## config.mk

```make
export PLATFORM = sky130hd
export DESIGN_NAME = input_arbiter
export DESIGN_NICKNAME = d
export VERILOG_FILES = /design/src/rtl/switch_pkg.sv /design/src/rtl/input_arbiter.sv
export SDC_FILE = /design/constraint.sdc
export NUM_CORES = 1
export LEC_CHECK = 0
export ABC_AREA = 1
export CAP_MARGIN = 20
export CELL_PAD_IN_SITES_DETAIL_PLACEMENT = 0
export CELL_PAD_IN_SITES_GLOBAL_PLACEMENT = 1
export CORE_AREA = 4 4 234 236
export DETAILED_ROUTE_END_ITERATION = 16
export DIE_AREA = 0 0 238 240
export DONT_BUFFER_PORTS = 1
export GPL_ROUTABILITY_DRIVEN = 0
export PLACE_DENSITY_LB_ADDON = 0.1
export SYNTH_ARGS = -nofsm -noshare
export SYNTH_HDL_FRONTEND = slang
export SYNTH_SLANG_ARGS = --single-unit
```

## constraint.sdc

```tcl
create_clock -name axi_aclk -period 1.2 [get_ports axi_aclk]
set_input_delay 0.06 -clock axi_aclk [delete_from_list [all_inputs] [get_ports axi_aclk]]
set_output_delay 0.06 -clock axi_aclk [all_outputs]
set_load 0.02 [all_outputs]
```

## src/rtl/switch_pkg.sv

```systemverilog
// Shared widths, tuser byte positions and depth defaults, referenced by scoped name in the RTL
package switch_pkg;

   //////////////////////////////
   // Stream widths
   //////////////////////////////

   // Default tdata width in bits
   localparam int axis_data_width_default = 64;

   // Default tuser width in bits
   localparam int axis_user_width_default = 128;

   //////////////////////////////
   // Port fields in tuser
   //////////////////////////////

   // One-hot source port byte
   localparam int src_port_pos = 16;

   // One-hot destination port byte
   localparam int dst_port_pos = 24;

   // Width of either port field
   localparam int port_byte_w = 8;

   // Ingress streams into the arbiter
   localparam int num_ingress = 2;

   //////////////////////////////
   // Buffering
   //////////////////////////////

   // Log2 of the default FIFO depth
   localparam int fifo_depth_bits_default = 2;

endpackage

```

## src/rtl/input_arbiter.sv

```systemverilog
// Packet-granular round-robin merge of the MAC and CPU ingress streams, stamps the source port
`timescale 1ns/1ps

module input_arbiter #(
   parameter int C_AXIS_DATA_WIDTH = 64,
   parameter int C_USER_WIDTH      = 128
) (
   input  logic                           axi_aclk,
   input  logic                           axi_resetn,
   // Ingress 0, physical port
   input  logic [C_AXIS_DATA_WIDTH-1:0]   s0_axis_tdata,
   input  logic [C_AXIS_DATA_WIDTH/8-1:0] s0_axis_tstrb,
   input  logic [C_USER_WIDTH-1:0]        s0_axis_tuser,
   input  logic                           s0_axis_tvalid,
   output logic                           s0_axis_tready,
   input  logic                           s0_axis_tlast,
   // Ingress 1, CPU port
   input  logic [C_AXIS_DATA_WIDTH-1:0]   s1_axis_tdata,
   input  logic [C_AXIS_DATA_WIDTH/8-1:0] s1_axis_tstrb,
   input  logic [C_USER_WIDTH-1:0]        s1_axis_tuser,
   input  logic                           s1_axis_tvalid,
   output logic                           s1_axis_tready,
   input  logic                           s1_axis_tlast,
   // Merged stream
   output logic [C_AXIS_DATA_WIDTH-1:0]   m_axis_tdata,
   output logic [C_AXIS_DATA_WIDTH/8-1:0] m_axis_tstrb,
   output logic [C_USER_WIDTH-1:0]        m_axis_tuser,
   output logic                           m_axis_tvalid,
   input  logic                           m_axis_tready,
   output logic                           m_axis_tlast
);

   localparam int src_pos = switch_pkg::src_port_pos;
   localparam int byte_w  = switch_pkg::port_byte_w;

   //////////////////////////////
   // Grant state
   //////////////////////////////

   logic [$clog2(switch_pkg::num_ingress)-1:0] grant;
   logic                                       in_pkt;
   logic                                       cur_valid;
   logic                                       other_valid;
   logic                                       xfer;
   logic [C_USER_WIDTH-1:0]                    sel_tuser;

   // Granted and waiting inputs
   assign cur_valid   = grant ? s1_axis_tvalid : s0_axis_tvalid;
   assign other_valid = grant ? s0_axis_tvalid : s1_axis_tvalid;

   // Ready only to the granted side
   assign s0_axis_tready = m_axis_tready && (grant == 1'b0);
   assign s1_axis_tready = m_axis_tready && (grant == 1'b1);

   //////////////////////////////
   // Combinational forward
   //////////////////////////////

   assign m_axis_tvalid = cur_valid;
   assign m_axis_tdata  = grant ? s1_axis_tdata : s0_axis_tdata;
   assign m_axis_tstrb  = grant ? s1_axis_tstrb : s0_axis_tstrb;
   assign m_axis_tlast  = grant ? s1_axis_tlast : s0_axis_tlast;
   assign sel_tuser     = grant ? s1_axis_tuser : s0_axis_tuser;

   // Input i gets one-hot bit i in the source byte
   always_comb begin
      m_axis_tuser = sel_tuser;
      m_axis_tuser[src_pos +: byte_w] = byte_w'(1) << grant;
   end

   assign xfer = m_axis_tvalid && m_axis_tready;

   // Hold the grant for a whole packet
   always_ff @(posedge axi_aclk) begin
      if (!axi_resetn) begin
         grant  <= '0;
         in_pkt <= 1'b0;
      end else if (xfer && m_axis_tlast) begin
         in_pkt <= 1'b0;
         // Boundary, hand over if the other side waits
         if (other_valid) begin
            grant <= ~grant;
         end
      end else if (xfer) begin
         in_pkt <= 1'b1;
      end else if (!in_pkt && !cur_valid && other_valid) begin
         // Idle granted input
         grant <= ~grant;
      end
   end

endmodule

```

==> results of run 1 <==
## state kept, by name, indices dropped and copies added, names as in the netlist
signal,cells
grant,1
in_pkt,1
## timing repair
action / 4_1_cts / 5_1_grt
hold endpoints to repair: 2 / 0
endpoints found under the setup margin: 198 / 198
hold buffers: 1 / 0
buffers inserted: 4 / 18
pin swaps: 18 / 99
gates cloned: 2 / 18
resized for setup: 173 / 294
## cells in the mapped netlist
| library cell | count |
|---|---|
| nand3_2 | 1 |
| conb_1 | 1 |
| inv_4 | 1 |
| buf_6 | 10 |
| dfxtp_1 | 2 |
| nand3b_1 | 1 |
| nor2_1 | 3 |
| nand2_2 | 3 |
| buf_4 | 16 |
| inv_1 | 3 |
| clkbuf_1 | 3 |
| a21oi_1 | 2 |
| buf_2 | 21 |
| nand2_1 | 585 |
## kinds of logic (layout without fill, tap and decap cells)
logic type,Yosys count,in the layout,share of synthesized area (%)
simple gates,593,593,84.22
buf+inv,54,86,13.76
other cells,1,11,0.1408
compound gates,2,2,0.3758
flops,2,2,1.503
## per-layer routing
layer,GRT usage [%],vias to the layer above
met1,4.982,1911
li1,-,1996
met3,1.961,20
met4,1.003,0
met2,13.77,341
met5,0,-
## per-stage QoR
stage | util [%] | setup TNS, ns | hold WS, ns | cells
final | 11.40 | -18.59 | 0.001822 | 1382
after global routing | 11.39 | -28.49 | 0.01981 | 1381
after CTS | 8.176 | -22.82 | 0.01447 | 1343
after detailed placement | 6.919 | -1.206 | 0.1955 | 1332
after global placement | 6.919 | -0.9063 | 0.2223 | 1332
after floorplan | - | 0 | 0.1808 | 657
## worst reg2reg max path, stage by stage, from the launching register on
cell	delay, ns
dfxtp_4	0.41
inv_12	0.05
buf_12	0.16
buf_4	0.14
nand2_2	0.06
nand2_2	0.06
nand3_2	0.07
nand2_1	0.06
a21oi_1	0.15
nor2_1	0.06
## layout by cell type, fill, tap and decap left out, types with 2 or more instances in the layout
cell | Yosys | routed
buf_12 | 0 | 28
nor2_1 | 3 | 2
nand2_2 | 3 | 147
buf_16 | 0 | 4
diode_2 | 0 | 5
buf_8 | 0 | 7
nand2_1 | 585 | 315
clkbuf_16 | 0 | 17
inv_1 | 3 | 3
buf_6 | 10 | 12
conb_1 | 1 | 6
buf_4 | 16 | 12
nand2_4 | 0 | 126
## final cells by class
type / count / area (sq um) / area share, %
inverter: 4 / 27.53 / 0.4604
timing repair buffer: 78 / 1361 / 22.77
antenna: 5 / 12.51 / 0.2093
tap: 688 / 860.8 / 14.40
sequential: 2 / 43.79 / 0.7325
clock buffer: 4 / 78.83 / 1.319
multi-input combinational: 601 / 3593 / 60.11
## path summary, 6_finish.rpt
kind,startpoint,end,slack (ns),cells past startpoint
hold / removal,m_axis_tready,in_pkt$_SDFFE_PP0P_,0.002,2
setup reg to reg,grant$_SDFFE_PN0P_,grant$_SDFFE_PN0P_,-0.13,9
hold reg to reg,in_pkt$_SDFFE_PP0P_,in_pkt$_SDFFE_PP0P_,0.49,2
setup / recovery,grant$_SDFFE_PN0P_,m_axis_tuser[55],-0.15,5
## power groups by stage
stage	logic, mW	clock network (mW)	registers [mW]
4_1_cts	3.57	0.527	0.0915
2_1_floorplan	2.44	0	0.0776
6_report	4.76	0.520	0.0915
3_3_place_gp	3.18	0	0.0839
5_1_grt	5.07	0.541	0.0925
3_5_place_dp	3.12	0	0.0839
==> run_results.csv, run 1 <==
group,metric,value,unit
detailed_routing,dr_total_vias,4268,
timing,period_share,112.6,%
worst_setup_path,required,1.14,ns
power_and_ir_drop,p_sw_share,58.78,%
yosys,synthTopCellsByArea,"nand2_1 82%, buf_4 4.5%, buf_6 4.2%",
die,dieWidth,238,um
run,drv_cap,0,
timing,skew,0.004595,ns
power_and_ir_drop,power.switching,3.155,mW
timing,fmax,740.3,MHz
yosys,yosysTopAreaCellShare,82.43,%
power_and_ir_drop,power.total,5.367,mW
final_layout,final_area,5978,sq um
die,start_util,5.079,%
worst_setup_path,startpoint_type,"register",
global_route,grt_overflow,0,
outcome,status,"complete, but fails checks",
power_and_ir_drop,combPwrFrac,88.6,%
place,io_buffers,0,
worst_setup_path,crit_buf_inv,3,
worst_setup_path,crit_type,"register to output port",
power_and_ir_drop,seq_power_share,1.7,%
hold_path,hold_path.class,"input port to register",
place,hpwlAfterDp,18.18,mm
global_route,grtUsageTotal,6.097,%
timing,rsz0062_at_grt,"true",
yosys,synth.distinct_cells,14,
detailed_routing,postRouteAntennaNets,0,
detailed_routing,dr.pass1.iters,4,
final_layout,drive_gt1_share,51.96,%
final_layout,syn2layout_area_growth,124.4,%
detailed_routing,wl_met1,7.246,mm
detailed_routing,wl_met2,13.90,mm
detailed_routing,post_drt_wl_per_cell,17.35,um
die,coreArea,52450,sq um
cts,cts_sinks,2,
detailed_routing,drc_errors,0,
detailed_routing,wl,23.98,mm
global_route,grt_start_max_net_pins,42,
detailed_routing,met3_length,2.392,mm
die,rows,84,
cts,numCtsBuffers,3,
worst_setup_path,cp.arrival,1.29,ns
place,place_area,3628,sq um
power_and_ir_drop,p_leak,2.828,nW
timing,finalHoldViolCount,0,
cts,cts-root-buf,"clkbuf_16",
global_route,antenna_found_initial,7,
power_and_ir_drop,power_frac_clock,9.7,%
yosys,yosysSeqAreaShare,1.503,%
worst_setup_path,crit_family,"buffers and inverters",
worst_setup_path,slowest_delay,0.41,ns
cts,clkLatencyLatePin,0.22,ns
cts,ctsLongestPathBuffers,2,
detailed_routing,via_per_inst,3.088,
timing,setup_ws,-0.1508,ns
yosys,yosys_warnings,0,
final_layout,final_nets,1097,
cts,clkTransAtPathRegs,0.03,ns
yosys,avgSynthCellArea,4.086,sq um
die,io_pins,611,
yosys,synthCells,652,
power_and_ir_drop,p_int,2.212,mW
outcome,violations,"negative setup slack",
cts,h-tree-depth,1,
detailed_routing,routed.top_layer,"met4",
worst_setup_path,slowest_stage,"dfxtp_4",
final_layout,fillCellCount,6137,
power_and_ir_drop,peakVddDrop,0.3100,mV
global_route,grt_pass1_vias,4039,
worst_setup_path,crit_path_end_kind,"output port",
power_and_ir_drop,p_per_area,897.8,nW/um^2
yosys,synth_seq_cells,2,
cts,cts_tree,"done",
die,die_y,240,um
yosys,synth_area,2664,sq um
global_route,grt_pass1_wl,26.32,mm
detailed_routing,dr.first_iter.drc_count,118,
timing,setup_violations,198,
timing,maxSlewViolCount,0,
timing,min_period,1.351,ns
place,preCtsSetupSlack,-0.1269,ns
worst_setup_path,crit_chain,"buf_12 -> buf_12 -> clkbuf_16 -> nand2_4 -> nand2_4",
yosys,yosysTopAreaCell,"nand2_1",
die,dieArea,57120,sq um
worst_setup_path,crit_fanout,9,
Power figures use the tool's default switching activity.
==> run 2, diff against run 1 <==
BUFFER_PORTS_ARGS = -buffer_cell sky130_fd_sc_hd__buf_2   (was unset)
DONT_BUFFER_PORTS = unset   (was 1)
==> run_results.csv, run 2 (same netlist as run 1, synthesis figures left out) <==
group,metric,value,unit
final_layout,syn2layout_area_growth,249.5,%
timing,hold_ws,0.08630,ns
worst_setup_path,startpoint_type,"register",
place,hpwlAfterDp,25.58,mm
timing,fmax,673.7,MHz
cts,cts-root-buf,"clkbuf_16",
power_and_ir_drop,peakVddDrop,0.4842,mV
detailed_routing,dr_total_vias,6380,
cts,numCtsBuffers,3,
die,io_pins,611,
detailed_routing,wl_met2,18.75,mm
die,coreArea,52450,sq um
worst_setup_path,cp.arrival,1.42,ns
cts,cts_sinks,2,
place,io_buffers,588,
global_route,grt_overflow,0,
detailed_routing,post_drt_wl_per_cell,16.69,um
timing,setup_violations,200,
timing,rsz0062_at_grt,"true",
worst_setup_path,crit_path_end_kind,"output port",
detailed_routing,wl,33.17,mm
cts,clkTransAtPathRegs,0.03,ns
global_route,grt_pass1_wl,40.32,mm
timing,setup_ws,-0.2844,ns
detailed_routing,drc_errors,0,
die,rows,84,
timing,tns,-42.36,ns
worst_setup_path,required,1.14,ns
cts,cts_hold_buf,0,
global_route,grt_pass1_vias,6201,
global_route,grt_start_max_net_pins,35,
detailed_routing,routed.top_layer,"met5",
detailed_routing,dr.pass1.iters,4,
final_layout,layout_commonest_cell,"buf_2",
die,die_y,240,um
cts,clkLatencyLatePin,0.22,ns
outcome,violations,"negative setup slack",
detailed_routing,met3_length,3.373,mm
final_layout,mostFrequentLayoutCells,"435 x buf_2, 404 x nand2_1, 135 x buf_6",
power_and_ir_drop,p_per_area,787.5,nW/um^2
cts,cts_tree,"done",
detailed_routing,via_per_inst,3.211,
cts,ctsLongestPathBuffers,2,
timing,skew,0.003380,ns
final_layout,reg_top3,"grant x1, in_pkt x1",
global_route,antenna_found_initial,21,
power_and_ir_drop,p_leak,5.471,nW
cts,h-tree-depth,1,
detailed_routing,postRouteAntennaNets,0,
hold_path,hold_path.class,"input port to register",
final_layout,drive_gt1_share,67.39,%
worst_setup_path,crit_fanout,8,
timing,maxSlewViolCount,0,
timing,min_period,1.484,ns
place,preCtsSetupSlack,-0.09066,ns
timing,finalHoldViolCount,0,
die,dieArea,57120,sq um
die,start_util,5.079,%
final_layout,final_nets,1696,
timing,period_share,123.7,%
outcome,status,"complete, but fails checks",
worst_setup_path,crit_type,"register to output port",
run,drv_cap,0,
die,dieWidth,238,um
detailed_routing,dr.first_iter.drc_count,102,
detailed_routing,wl_met1,10.68,mm
global_route,grtUsageTotal,9.298,%
==> run 2: worst paths after layout <==
kind | start | end | slack [ns] | depth (start not counted)
setup reg to reg | grant$_SDFFE_PN0P_ | grant$_SDFFE_PN0P_ | -0.11 | 9
hold / removal | axi_resetn | grant$_SDFFE_PN0P_ | 0.09 | 3
hold reg to reg | in_pkt$_SDFFE_PP0P_ | in_pkt$_SDFFE_PP0P_ | 0.47 | 2
setup / recovery | grant$_SDFFE_PN0P_ | m_axis_tstrb[4] | -0.28 | 7
==> run 2: area by class of cell <==
cell class / count / area [sq um]
antenna: 11 / 27.53
clock buffer: 4 / 78.83
fill: 6213 / 43140
inverter: 4 / 27.53
multi-input combinational: 601 / 3022
sequential: 2 / 43.79
tap: 688 / 860.8
timing repair buffer: 677 / 5249
==> run 2: per-stage QoR <==
step | power, mW | instances | cell area (sq um) | utilization (%)
after floorplan | 2.514 | 657 | 2683 | -
after global placement | 4.764 | 1927 | 6611 | 12.61
after detailed placement | 4.681 | 1927 | 6611 | 12.61
after CTS | 5.671 | 1938 | 7121 | 13.58
after global routing | 7.890 | 1981 | 9294 | 17.72
final | 7.331 | 1987 | 9309 | 17.75
==> run 2: critical path, stage by stage, from the launching register on <==
cell and delay (ns):
dfxtp_4 0.38, clkinv_8 0.10, buf_16 0.17, clkbuf_16 0.18
buf_6 0.12, nand2_2 0.05, nand2_2 0.05, buf_6 0.12
==> run 2: metal layers <==
layer,vias to the layer above,global-route usage [%]
li1,3207,-
met1,2797,8.850
met2,342,18.87
met3,26,3.969
met4,8,1.161
met5,-,0
==> run 2: report_power, final <==
group	total [mW]	switching (mW)	internal [mW]
sequential	0.0858	0.0106	0.0752
clock	0.517	0.0796	0.437
combinational	6.73	3.51	3.22
==> run 2: repair_timing <==
action	4_1_cts	5_1_grt
setup endpoints to repair	200	200
pin swaps	12	61
setup buffers	3	19
resized for setup	91	506
gates cloned	4	22
