[src/rtl/switch_pkg.sv]
// Shared widths, tuser byte positions and depth defaults, referenced by scoped name in the RTL
package switch_pkg;

   //////////////////////////////
   // Stream widths
   //////////////////////////////

   // Default tdata width in bits
   localparam int axis_data_width_default = 64;

   // Default tuser width in bits
   localparam int axis_user_width_default = 128;

   //////////////////////////////
   // Port fields in tuser
   //////////////////////////////

   // One-hot source port byte
   localparam int src_port_pos = 16;

   // One-hot destination port byte
   localparam int dst_port_pos = 24;

   // Width of either port field
   localparam int port_byte_w = 8;

   // Ingress streams into the arbiter
   localparam int num_ingress = 2;

   //////////////////////////////
   // Buffering
   //////////////////////////////

   // Log2 of the default FIFO depth
   localparam int fifo_depth_bits_default = 2;

endpackage

[src/rtl/small_fifo.sv]
// Synchronous ring-buffer FIFO with registered read data, used by the lookup and the queues
`timescale 1ns/1ps

module small_fifo #(
   parameter int WIDTH          = 72,
   parameter int MAX_DEPTH_BITS = switch_pkg::fifo_depth_bits_default
) (
   input  logic             clk,
   input  logic             reset,
   input  logic [WIDTH-1:0] din,
   input  logic             wr_en,
   input  logic             rd_en,
   output logic [WIDTH-1:0] dout,
   output logic             full,
   output logic             nearly_full,
   output logic             empty
);

   localparam int depth = 2 ** MAX_DEPTH_BITS;

   // Storage and pointers
   logic [WIDTH-1:0]          mem [depth];
   logic [MAX_DEPTH_BITS-1:0] wr_ptr;
   logic [MAX_DEPTH_BITS-1:0] rd_ptr;
   logic [MAX_DEPTH_BITS:0]   depth_cnt;
   logic                      do_wr;
   logic                      do_rd;

   // Guard against overflow and underflow
   assign do_wr = wr_en && !full;
   assign do_rd = rd_en && !empty;

   // Flags straight from the count
   assign empty       = (depth_cnt == '0);
   assign full        = (depth_cnt == depth);
   // One free entry left
   assign nearly_full = (depth_cnt >= depth - 1);

   // Array write and registered read
   always_ff @(posedge clk) begin
      if (do_wr) begin
         mem[wr_ptr] <= din;
      end
      if (do_rd) begin
         dout <= mem[rd_ptr];
      end
   end

   // Pointers and occupancy
   always_ff @(posedge clk) begin
      if (reset) begin
         wr_ptr    <= '0;
         rd_ptr    <= '0;
         depth_cnt <= '0;
      end else begin
         if (do_wr) begin
            wr_ptr <= wr_ptr + 1'b1;
         end
         if (do_rd) begin
            rd_ptr <= rd_ptr + 1'b1;
         end
         // Count moves only when one side acts alone
         if (do_wr && !do_rd) begin
            depth_cnt <= depth_cnt + 1'b1;
         end else if (do_rd && !do_wr) begin
            depth_cnt <= depth_cnt - 1'b1;
         end
      end
   end

endmodule

[src/rtl/output_port_lookup.sv]
// Rewrites the destination port byte on each packet header, CPU to MAC and MAC to CPU
`timescale 1ns/1ps

module output_port_lookup #(
   parameter int C_AXIS_DATA_WIDTH = 64,
   parameter int C_USER_WIDTH      = 128,
   parameter int SRC_PORT_POS      = 16,
   parameter int DST_PORT_POS      = 24
) (
   input  logic                           axi_aclk,
   input  logic                           axi_resetn,
   // Toward the output queues
   output logic [C_AXIS_DATA_WIDTH-1:0]   m_axis_tdata,
   output logic [C_AXIS_DATA_WIDTH/8-1:0] m_axis_tstrb,
   output logic [C_USER_WIDTH-1:0]        m_axis_tuser,
   output logic                           m_axis_tvalid,
   input  logic                           m_axis_tready,
   output logic                           m_axis_tlast,
   // From the arbiter
   input  logic [C_AXIS_DATA_WIDTH-1:0]   s_axis_tdata,
   input  logic [C_AXIS_DATA_WIDTH/8-1:0] s_axis_tstrb,
   input  logic [C_USER_WIDTH-1:0]        s_axis_tuser,
   input  logic                           s_axis_tvalid,
   output logic                           s_axis_tready,
   input  logic                           s_axis_tlast
);

   localparam int byte_w = switch_pkg::port_byte_w;
   localparam int beat_w = C_AXIS_DATA_WIDTH + C_AXIS_DATA_WIDTH / 8 + C_USER_WIDTH + 1;

   localparam logic st_header    = 1'b0;
   localparam logic st_in_packet = 1'b1;

   logic                    state;
   logic [C_USER_WIDTH-1:0] tuser_mod;
   logic [byte_w-1:0]       src_byte;
   logic [byte_w-1:0]       dst_byte;
   logic                    pkt_from_cpu;
   logic                    xfer;
   logic                    fifo_nearly_full;
   logic                    fifo_empty;
   logic                    fifo_rd_en;

   //////////////////////////////
   // Header rewrite
   //////////////////////////////

   assign src_byte = s_axis_tuser[SRC_PORT_POS +: byte_w];
   // CPU ports sit on the odd bits
   assign pkt_from_cpu = |(src_byte & {(byte_w / 2){2'b10}});
   // Shift result truncated to the byte
   assign dst_byte = pkt_from_cpu ? (src_byte >> 1) : (src_byte << 1);

   always_comb begin
      tuser_mod = s_axis_tuser;
      if (state == st_header) begin
         tuser_mod[DST_PORT_POS +: byte_w] = dst_byte;
      end
   end

   assign xfer = s_axis_tvalid && s_axis_tready;

   // Header versus rest of packet
   always_ff @(posedge axi_aclk) begin
      if (!axi_resetn) begin
         state <= st_header;
      end else if (xfer) begin
         state <= s_axis_tlast ? st_header : st_in_packet;
      end
   end

   //////////////////////////////
   // Buffer and output
   //////////////////////////////

   assign s_axis_tready = !fifo_nearly_full;

   small_fifo #(
      .WIDTH          (beat_w),
      .MAX_DEPTH_BITS (switch_pkg::fifo_depth_bits_default)
   ) input_fifo (
      .clk         (axi_aclk),
      .reset       (!axi_resetn),
      .din         ({s_axis_tlast, tuser_mod, s_axis_tstrb, s_axis_tdata}),
      .wr_en       (xfer),
      .rd_en       (fifo_rd_en),
      .dout        ({m_axis_tlast, m_axis_tuser, m_axis_tstrb, m_axis_tdata}),
      .full        (),
      .nearly_full (fifo_nearly_full),
      .empty       (fifo_empty)
   );

   // Read ahead on ready, valid follows one clock later
   assign fifo_rd_en = m_axis_tready && !fifo_empty;

   always_ff @(posedge axi_aclk) begin
      if (!axi_resetn) begin
         m_axis_tvalid <= 1'b0;
      end else begin
         m_axis_tvalid <= fifo_rd_en;
      end
   end

endmodule

[config.mk]
export PLATFORM = sky130hd
export DESIGN_NAME = output_port_lookup
export DESIGN_NICKNAME = d
export VERILOG_FILES = /design/src/rtl/switch_pkg.sv /design/src/rtl/small_fifo.sv /design/src/rtl/output_port_lookup.sv
export SDC_FILE = /design/constraint.sdc
export NUM_CORES = 1
export LEC_CHECK = 0
export ABC_AREA = 1
export BUFFER_PORTS_ARGS = -buffer_cell sky130_fd_sc_hd__buf_4
export CORE_AREA = 5 5 232 346
export CTS_CLUSTER_DIAMETER = 60
export DETAILED_ROUTE_END_ITERATION = 8
export DIE_AREA = 0 0 237 351
export PLACE_DENSITY = 0.72
export SYNTH_ARGS = -nofsm -noshare
export SYNTH_HDL_FRONTEND = slang
export SYNTH_HIERARCHICAL = 1
export SYNTH_SLANG_ARGS = --single-unit
[constraint.sdc]
create_clock -name axi_aclk -period 9 [get_ports axi_aclk]
set_input_delay 0 -clock axi_aclk [delete_from_list [all_inputs] [get_ports axi_aclk]]
set_output_delay 0 -clock axi_aclk [all_outputs]
set_load 0.005 [all_outputs]
==> summary.txt, run 1 <==
Drt
  • DR iter-0 viols: 1867
  • Via density: 5.48
  • Final ANT Viol Nets: 0
  • Post-Route WL: 87.1 mm
  • DR WL/cell: 22.0 µm
  • TritonRoute pass-1 iters: 5
  • DRC viols: 0
  • Vias post-DR: 21.7k

Clocking
  • TritonCTS Buffers: 92
  • Setup Buffers After CTS: 0
  • Post-cts repair resize count: 0
  • # clock sinks: 1014
  • Largest buffer count on any clock path: 3
  • Clk_lat worst skew: 650 ps
  • Clock-pin transition on the worst setup and hold timing paths: 70 ps
  • H-tree Lvls: 3
  • Hold Buf Count CTS: 207
  • CTS root buffer: clkbuf_16
  • CTS tree: yes

Timing
  • Fin Setup TNS: 0 ps
  • Highest clock rate: 278 MHz
  • Clk_skew: 32.2 ps
  • Relative slew margins: 0.183
  • Fin crit period: 3590 ps
  • Least-Margin Pin Slew: 1220 ps
  • Unrepaired setup endpoints after global routing: no
  • Hold_ws: 93.6 ps
  • Final setup violation count: 0
  • Period utilization: 0.399
  • Final WS setup: 5410 ps
  • Final hold vios: 0
  • Fin. max-slew vios: 0

Global route
  • GRT met3 Usage: 0.0394
  • Vias in the first global route: 22.3k
  • Gr busiest metal: met2
  • Grt ovf: 0
  • M1 GR Usage: 0.256
  • First-pass GRT wire length: 130 mm
  • Largest net degree at the start of global routing: 211
  • GRT Overall Usage: 0.201
  • Initial antenna violation count: 12
  • Met2 Use GR: 0.345

Placed design
  • DP Wirelength: 48.8 mm
  • Placer Congestion: 0.789
  • Placement Setup Slack: 5440 ps
  • Placed instance area: 40300 µm²
  • Port Buffers: 407

Cells and area
  • Most frequent cells in the layout: 1005 x edfxtp_1, 433 x buf_4, 418 x nor2_1
  • Final Util: 0.588
  • Layout cells sized above 1: 0.202
  • Most common cell after layout, fill and taps aside: edfxtp_1
  • Area delta synth->final: 24.2%
  • # nets final: 3076
  • Post-route design area: 45300 µm²

Setup path
  • Worst r2r src: input_fifo/rd_ptr[0]
  • Worst r2r path cells: 5
  • Critical path peak fanout: 210
  • R2R Path End: input_fifo/dout[116]
  • CP endpoint kind: register
  • CP required: 9460 ps
  • Worst reg-to-reg setup slack: 5410 ps
  • Worst Setup Start Kind: register
  • Worst Path Arrival: 4050 ps
  • Critical path class: reg -> reg

Worst hold path
  • Worst min path class: in -> reg
  • Hold path start: s_axis_tuser[110]
  • Hold Crit Endpoint: input_fifo/mem[0][182]
  • Hold path depth: 2

Synth
  • Synthesized area per cell: 16.1 µm²
  • Synth warn: 6
  • Syn Nets: 2476
  • Synthesized instance count: 2265
  • Mapped cell area: 36500 µm²

Floorplan
  • DIE WIDTH: 237 µm
  • Die H: 351 µm
  • Std cell rows: 125
  • Starting Density: 0.473
  • DIE AREA: 83200 µm²
  • Core area: 77100 µm²
  • Io pins: 408

Power and ir drop
  • Power Density: 278 nW/µm²
  • Pleak: 0.0157 µW
  • VDD IR max: 174 µV

Job
  • MaxCap Viol Count: 0

Status
  • Status: completed
worst max-delay path, cell delays in order (launching register included):
cell and delay, ps:
dfxtp_4 370, clkinv_8 520, buf_4 950, buf_4 890, o21ai_0 230, o22ai_1 190
how the worst max path moves through the flow:
| stage | start | end | slack (ps) | cells after the start |
|---|---|---|---|---|
| after global routing | input_fifo/rd_ptr[0] | input_fifo/dout[114] | 5160 | 5 |
| after global placement | input_fifo/depth_cnt[0] | input_fifo/mem[0][11] | 5470 | 6 |
| after detailed placement | input_fifo/depth_cnt[2] | input_fifo/mem[0][16] | 5440 | 6 |
| final | input_fifo/rd_ptr[0] | input_fifo/dout[116] | 5410 | 5 |
| after floorplan | input_fifo/depth_cnt[0] | input_fifo/mem[0][0] | -930 | 5 |
| after CTS | input_fifo/depth_cnt[0] | input_fifo/mem[0][12] | 5400 | 6 |
state kept, by name (all words and copies together), names as in the netlist:
| signal | flops |
|---|---|
| input_fifo/rd_ptr | 2 |
| m_axis_tvalid | 1 |
| input_fifo/depth_cnt | 3 |
| state | 1 |
| input_fifo/wr_ptr | 2 |
| input_fifo/dout | 201 |
| input_fifo/mem | 804 |
area by class of cell:
cell class	count	area (µm²)
Clock inverter	63	547
Clock buffer	103	2360
Sequential cell	1014	30400
Inverter	25	121
Tap cell	1016	1270
Multi-Input combinational cell	1092	5300
Timing Repair Buffer	640	5320
Fill cell	5600	31800
Antenna cell	11	27.5
per-layer routing:
layer  vias up  wire (µm)
met5         -         27
met4         4       3200
met1     10837      33400
met3       169       6270
met2       911      44300
li1       9800          -
power breakdown:
group	internal (µW)	switching [µW]	leakage [µW]
sequential	6260	236	0.00925
clock	2090	1700	0.00143
combinational	758	1580	0.00499
metrics by stage:
step,std cells,power (µW)
after floorplan,2265,8040
after global placement,3580,8740
after detailed placement,3580,8870
after CTS,3953,12700
after global routing,3962,13200
final,3964,12600
Note: power is estimated with default switching activity, not from simulation.
==> run 2, diff against run 1 <==
- ABC_AREA: 1 -> 0
- CORE_AREA: 5 5 232 346 -> 5 5 229 343
- DIE_AREA: 0 0 237 351 -> 0 0 234 348
- clock period: 9 -> 3 ns (I/O delays scaled with it)
==> run 2 against run 1 <==
  * Sequential power rose to 3.0 times the previous value
  * Non-clock buffer count rose by 23
  * Critical path type unchanged
  * Maximum frequency rose by 38%
  * Global-route usage fell by 2.0 points
  * Core utilization rose by 1.3 points
  * Register-to-register slack got worse by 5000 ps
  * Worst hold slack improved by 3.6 ps
  * Clock-buffer cell count rose by 3
  * First-iteration DRC count fell by 38%
  * Routed wire length fell by 14%
==> summary.txt, run 2 <==
Worst hold path
  • Hold path start: s_axis_tuser[6]
  • Hold Crit Endpoint: input_fifo/mem[0][78]
  • Hold path depth: 2
  • Worst min path class: in -> reg

Drt
  • Met3 routed WL: 4.95 mm
  • DR iter-0 viols: 1155
  • Via density: 5.19
  • Post-Route WL: 74.6 mm
  • Met2 WL post-DR: 39.7 mm
  • Top Metal Used: met5
  • DR WL/cell: 23.9 µm
  • Met1 WL: 27.8 mm
  • Final ANT Viol Nets: 0
  • DRC viols: 0
  • TritonRoute pass-1 iters: 5
  • Vias post-DR: 16.2k

Floorplan
  • DIE AREA: 81400 µm²
  • Io pins: 408
  • Core area: 75400 µm²
  • Die H: 348 µm
  • Std cell rows: 124
  • Starting Density: 0.474
  • DIE WIDTH: 234 µm

Synth
  • Ys async rst share: 0
  • Syn Nets: 1535
  • Area leader, netlist: edfxtp_1
  • Mapped cell area: 35700 µm²
  • Share of the synthesized area in the top cell type: 0.845
  • Sequential fraction of the synthesis area: 0.850
  • Post-synth top cells: 1005 x edfxtp_1, 201 x mux4_2, 21 x buf_2
  • Most frequent cell after synthesis: edfxtp_1
  • Ranking of synthesized cells by area: edfxtp_1 84%, mux4_2 13%, dfxtp_1 0.50%
  • Flops & latches, synth: 1014
  • Synthesized instance count: 1324
  • EDFF count, synth: 1005
  • Synth warn: 6
  • Count of different cell masters after synthesis: 30
  • Primary FF master, synth: edfxtp_1
  • Synthesized area per cell: 27.0 µm²

Clocking
  • CTS tree: yes
  • # clock sinks: 1014
  • CTS root buffer: clkbuf_16
  • Hold Buf Count CTS: 205
  • Clk_lat worst skew: 640 ps
  • Clock-pin transition on the worst setup and hold timing paths: 70 ps
  • TritonCTS Buffers: 90
  • H-tree Lvls: 3
  • Post-cts repair resize count: 0
  • Setup Buffers After CTS: 0
  • Largest buffer count on any clock path: 3

Cells and area
  • Area delta synth->final: 26.8%
  • Most frequent cells in the layout: 1005 x edfxtp_1, 429 x buf_4, 205 x dlygate4sd3_1
  • Largest Register: input_fifo/mem
  • Largest registers: input_fifo/mem: 804 flops, input_fifo/dout: 201 flops, input_fifo/depth_cnt: 3 flops
  • Most common cell after layout, fill and taps aside: edfxtp_1
  • Layout cells sized above 1: 0.380
  • Post-route design area: 45300 µm²
  • Largest register FFs: 804
  • # nets final: 2244

Timing
  • Period utilization: 0.871
  • Fin. max-slew vios: 0
  • Highest clock rate: 383 MHz
  • Fin crit period: 2610 ps
  • Least-Margin Pin Slew: 663 ps
  • Relative slew margins: 0.558
  • Clk_skew: 28.3 ps
  • Final hold vios: 0
  • Final setup violation count: 0
  • Unrepaired setup endpoints after global routing: no

Setup path
  • Worst Setup Start Kind: register
  • R2R Path End: input_fifo/depth_cnt[2]
  • Worst r2r src: input_fifo/depth_cnt[1]
  • Worst Path Arrival: 3170 ps
  • Critical path class: reg -> reg
  • Worst r2r path cells: 10
  • Worst reg-to-reg setup slack: 390 ps
  • CP required: 3560 ps
  • Critical path peak fanout: 7
  • CP endpoint kind: register

Global route
  • Grt ovf: 0
  • GRT Overall Usage: 0.181
  • Vias in the first global route: 17.7k
  • First-pass GRT wire length: 111 mm
  • Initial antenna violation count: 16
  • Largest net degree at the start of global routing: 83

Power and ir drop
  • Pleak: 0.0150 µW
  • Tot Pwr: 36900 µW
  • VDD IR max: 584 µV
  • Power Density: 813 nW/µm²

Placed design
  • DP Wirelength: 46.0 mm
  • Placer Congestion: 0.767
  • Port Buffers: 407
  • Placed instance area: 40400 µm²

Status
  • Status: completed

Job
  • MaxCap Viol Count: 0
[run 2: worst max path at each step]
stage	startpoint	end	slack [ps]
floorplan	input_fifo/depth_cnt[0]	input_fifo/dout[0]	-1160
global placement	input_fifo/depth_cnt[1]	input_fifo/depth_cnt[2]	440
detailed placement	input_fifo/depth_cnt[1]	input_fifo/depth_cnt[2]	410
CTS	input_fifo/depth_cnt[1]	input_fifo/depth_cnt[2]	390
global route	input_fifo/depth_cnt[1]	input_fifo/depth_cnt[2]	180
finish	input_fifo/depth_cnt[1]	input_fifo/depth_cnt[2]	390
[run 2: area by class of cell]
type	instances	area, µm²
timing repair buffer	663	5850
multi-input combinational	257	4990
antenna	18	45.0
clock buffer	106	2330
tap	1008	1260
clock inverter	52	450
inverter	7	30.0
fill	5212	30100
sequential	1014	30400
[run 2: metal layers]
metal,track usage,up-vias
met5,0,-
met4,0.0588,2
met3,0.0465,128
met2,0.314,506
met1,0.223,8483
li1,-,7109
[run 2: cells by family (layout without fill, tap and decap cells)]
| kind of cell | after synthesis | count (layout) | synth area share |
|---|---|---|---|
| xor gates and xnor gates | 4 | 4 | 0.000980 |
| AOI/OAI and AO/OA | 12 | 12 | 0.00200 |
| muxes | 210 | 210 | 0.129 |
| other | 0 | 18 | 0 |
| DFF | 1014 | 1014 | 0.850 |
| adders and majority gates | 6 | 6 | 0.00231 |
| and+or+nand+nor | 25 | 25 | 0.00403 |
| buffers and inverters | 53 | 828 | 0.0118 |
[run 2: power breakdown]
part | internal (µW) | switching, µW | total [µW]
registers | 18600 | 715 | 19300
logic | 3510 | 3210 | 6720
clock network | 5960 | 4920 | 10900
[run 2: stage by stage]
step | setup TNS, ps | setup WS, ps | hold slack, ps | std cells | util
3_5_place_dp | 0 | 408 | 202 | 2744 | 0.536
4_1_cts | 0 | 386 | 52.3 | 3107 | 0.601
5_1_grt | 0 | 177 | 69.5 | 3118 | 0.601
2_1_floorplan | -232250 | -1160 | 95.6 | 1324 | -
3_3_place_gp | 0 | 436 | 200 | 2744 | 0.536
6_report | 0 | 387 | 97.3 | 3125 | 0.601
[run 2: critical path, stage by stage (launching register included)]
cell	delay, ps
dfxtp_1	410
a21o_1	230
nor2b_1	190
inv_1	110
nor2_2	260
ha_1	250
inv_1	70
fa_1	370
xor2_1	180
or3_1	330
a21oi_1	140
==> run 3, diff against run 2 <==
- CELL_PAD_IN_SITES_DETAIL_PLACEMENT: default -> 1
- CELL_PAD_IN_SITES_GLOBAL_PLACEMENT: default -> 1
- CORE_AREA: 5 5 229 343 -> 5 5 315 472
- DIE_AREA: 0 0 234 348 -> 0 0 320 477
- PLACE_DENSITY: 0.72 -> 0.48
==> run 3 against run 2 <==
  * Clock skew is 8.7 ps lower
  * Sequential share of layout area shrank 4.4 points
  * Sequential cell count did not move
  * Total power grew 6.7%
  * Final cell count grew 34%
  * Via count up 5.2%
  * Clock-buffer cell count up 15
  * First-iteration DRC count fell by 11%
  * Critical path depth unchanged
  * Routed wire length rose by 19%
  * Register-to-register slack gained 80 ps
  * Worst hold slack got worse by 19 ps
==> summary.txt, run 3 (same netlist as run 2, synthesis figures left out) <==
Status
  • Status: completed

Drt
  • Via density: 4.07
  • DR iter-0 viols: 1029
  • DR WL/cell: 21.2 µm
  • DRC viols: 0
  • TritonRoute pass-1 iters: 4
  • Final ANT Viol Nets: 0
  • Post-Route WL: 89.0 mm
  • Vias post-DR: 17.1k

Worst hold path
  • Hold path depth: 2
  • Worst min path class: in -> reg
  • Hold path start: s_axis_tuser[5]

Setup path
  • Critical path class: reg -> reg
  • Worst r2r path cells: 10
  • CP required: 3630 ps
  • CP endpoint kind: register
  • Worst Setup Start Kind: register
  • Worst r2r src: input_fifo/depth_cnt[1]
  • Worst Path Arrival: 3150 ps
  • Critical Path, Cell by Cell: a21o_1, nor2b_1, inv_1, nor2_2, ha_1, inv_1, fa_1, xor2_1, or3_1, a21oi_1
  • Most used cell, CP: inv_1
  • CP max-delay cell: dfxtp_1
  • Critical path peak fanout: 7
  • CP peak stage delay: 410 ps
  • Critical path launch point: input_fifo/depth_cnt[1]

Global route
  • Initial antenna violation count: 17
  • Largest net degree at the start of global routing: 70
  • First-pass GRT wire length: 131 mm
  • GRT Overall Usage: 0.115
  • Vias in the first global route: 19.3k
  • Grt ovf: 0

Timing
  • Highest clock rate: 396 MHz
  • Final setup violation count: 0
  • Relative slew margins: 0.566
  • Clk_skew: 19.7 ps
  • Period utilization: 0.843
  • Final WS setup: 472 ps
  • Least-Margin Pin Slew: 650 ps
  • Fin crit period: 2530 ps
  • Unrepaired setup endpoints after global routing: no
  • Final hold vios: 0
  • Fin. max-slew vios: 0
  • Fin Setup TNS: 0 ps

Placed design
  • Placer Congestion: 0.697
  • Port Buffers: 407
  • DP Wirelength: 54.3 mm
  • Placement Setup Slack: 464 ps

Floorplan
  • DIE WIDTH: 320 µm
  • Core area: 144000 µm²
  • Die H: 477 µm
  • Starting Density: 0.248
  • DIE AREA: 153000 µm²
  • Std cell rows: 171
  • Io pins: 408

Clocking
  • Hold Buf Count CTS: 347
  • Largest buffer count on any clock path: 3
  • CTS root buffer: clkbuf_16
  • Clock-pin transition on the worst setup and hold timing paths: 70 ps
  • Clk_lat worst skew: 700 ps
  • # clock sinks: 1014
  • CTS tree: yes
  • Setup Buffers After CTS: 0
  • H-tree Lvls: 3
  • Post-cts repair resize count: 0
  • TritonCTS Buffers: 107

Power and ir drop
  • VDD IR max: 462 µV
  • Pleak: 0.0159 µW
  • Power Density: 810 nW/µm²

Cells and area
  • # nets final: 2405
  • Area delta synth->final: 35.9%
  • Most common cell after layout, fill and taps aside: edfxtp_1
  • Layout cells sized above 1: 0.366
  • Most frequent cells in the layout: 1005 x edfxtp_1, 431 x buf_4, 347 x dlygate4sd3_1
  • FILL cells: 14.2k
  • Area taken by multi-input logic gates: 4990 µm²
  • Largest registers: input_fifo/mem: 804 flops, input_fifo/dout: 201 flops, input_fifo/depth_cnt: 3 flops
  • Largest register FFs: 804
  • Largest Register: input_fifo/mem
  • Final Util: 0.337
  • Reg area: 30400 µm²

Job
  • MaxCap Viol Count: 0
[run 3: cell count changes in the layout (fill, tap and decap cells not counted), moves of 3 or more]
| cell | delta |
|---|---|
| clkbuf_16 | +17 |
| clkinv_8 | +5 |
| inv_6 | +3 |
| clkinv_2 | +3 |
| bufinv_16 | +4 |
| clkinvlp_4 | +5 |
| clkinv_1 | +6 |
| diode_2 | -5 |
| dlygate4sd3_1 | +142 |
[run 3: through the flow]
| step | instance area, µm² | total power (µW) | cells | hold slack, ps |
|---|---|---|---|---|
| global placement | 41600 | 26400 | 3641 | 200 |
| detailed placement | 41600 | 26600 | 3641 | 205 |
| CTS | 48500 | 40300 | 4186 | 1.41 |
| floorplan | 35800 | 23300 | 1324 | 95.6 |
| global route | 48500 | 41400 | 4187 | 29.7 |
| finish | 48500 | 39300 | 4199 | 77.9 |
[run 3: path summary, 6_finish.rpt]
check                                          endpoint  slack [ps]
worst max-delay path            input_fifo/depth_cnt[2]         470
worst min-delay path              input_fifo/mem[3][77]          80
worst max register to register  input_fifo/depth_cnt[2]         470
worst min register to register     input_fifo/wr_ptr[1]         550
[run 3: worst max-delay path: cells and delay by family, from the launching register on]
family                     cells  cell delay, ps
AOI/OAI and AO/OA              2             410
xor gates and xnor gates       1             180
adders and majority gates      2             620
buffers and inverters          2             190
DFF                            1             410
and+or+nand+nor                3             650
[run 3: layer usage]
layer	wire, µm	track usage	up-vias
li1	-	-	7476
met1	38800	0.150	9003
met2	40900	0.179	456
met3	7130	0.0412	132
met4	2150	0.0389	8
met5	56	0	-
[run 3: layout make-up]
cell class / count / share of cell area
sequential: 1014 / 0.626
timing repair buffer: 807 / 0.150
multi-input combinational: 257 / 0.103
clock buffer: 121 / 0.0567
tap: 1903 / 0.0490
clock inverter: 77 / 0.0146
antenna: 13 / 0.000670
inverter: 7 / 0.000619
[run 3: report_power, final]
| part | leakage [µW] | switching, µW | total [µW] | internal [µW] |
|---|---|---|---|---|
| clock network | 0.00166 | 5650 | 13000 | 7340 |
| registers | 0.00926 | 723 | 19300 | 18600 |
| logic | 0.00500 | 3440 | 7070 | 3630 |
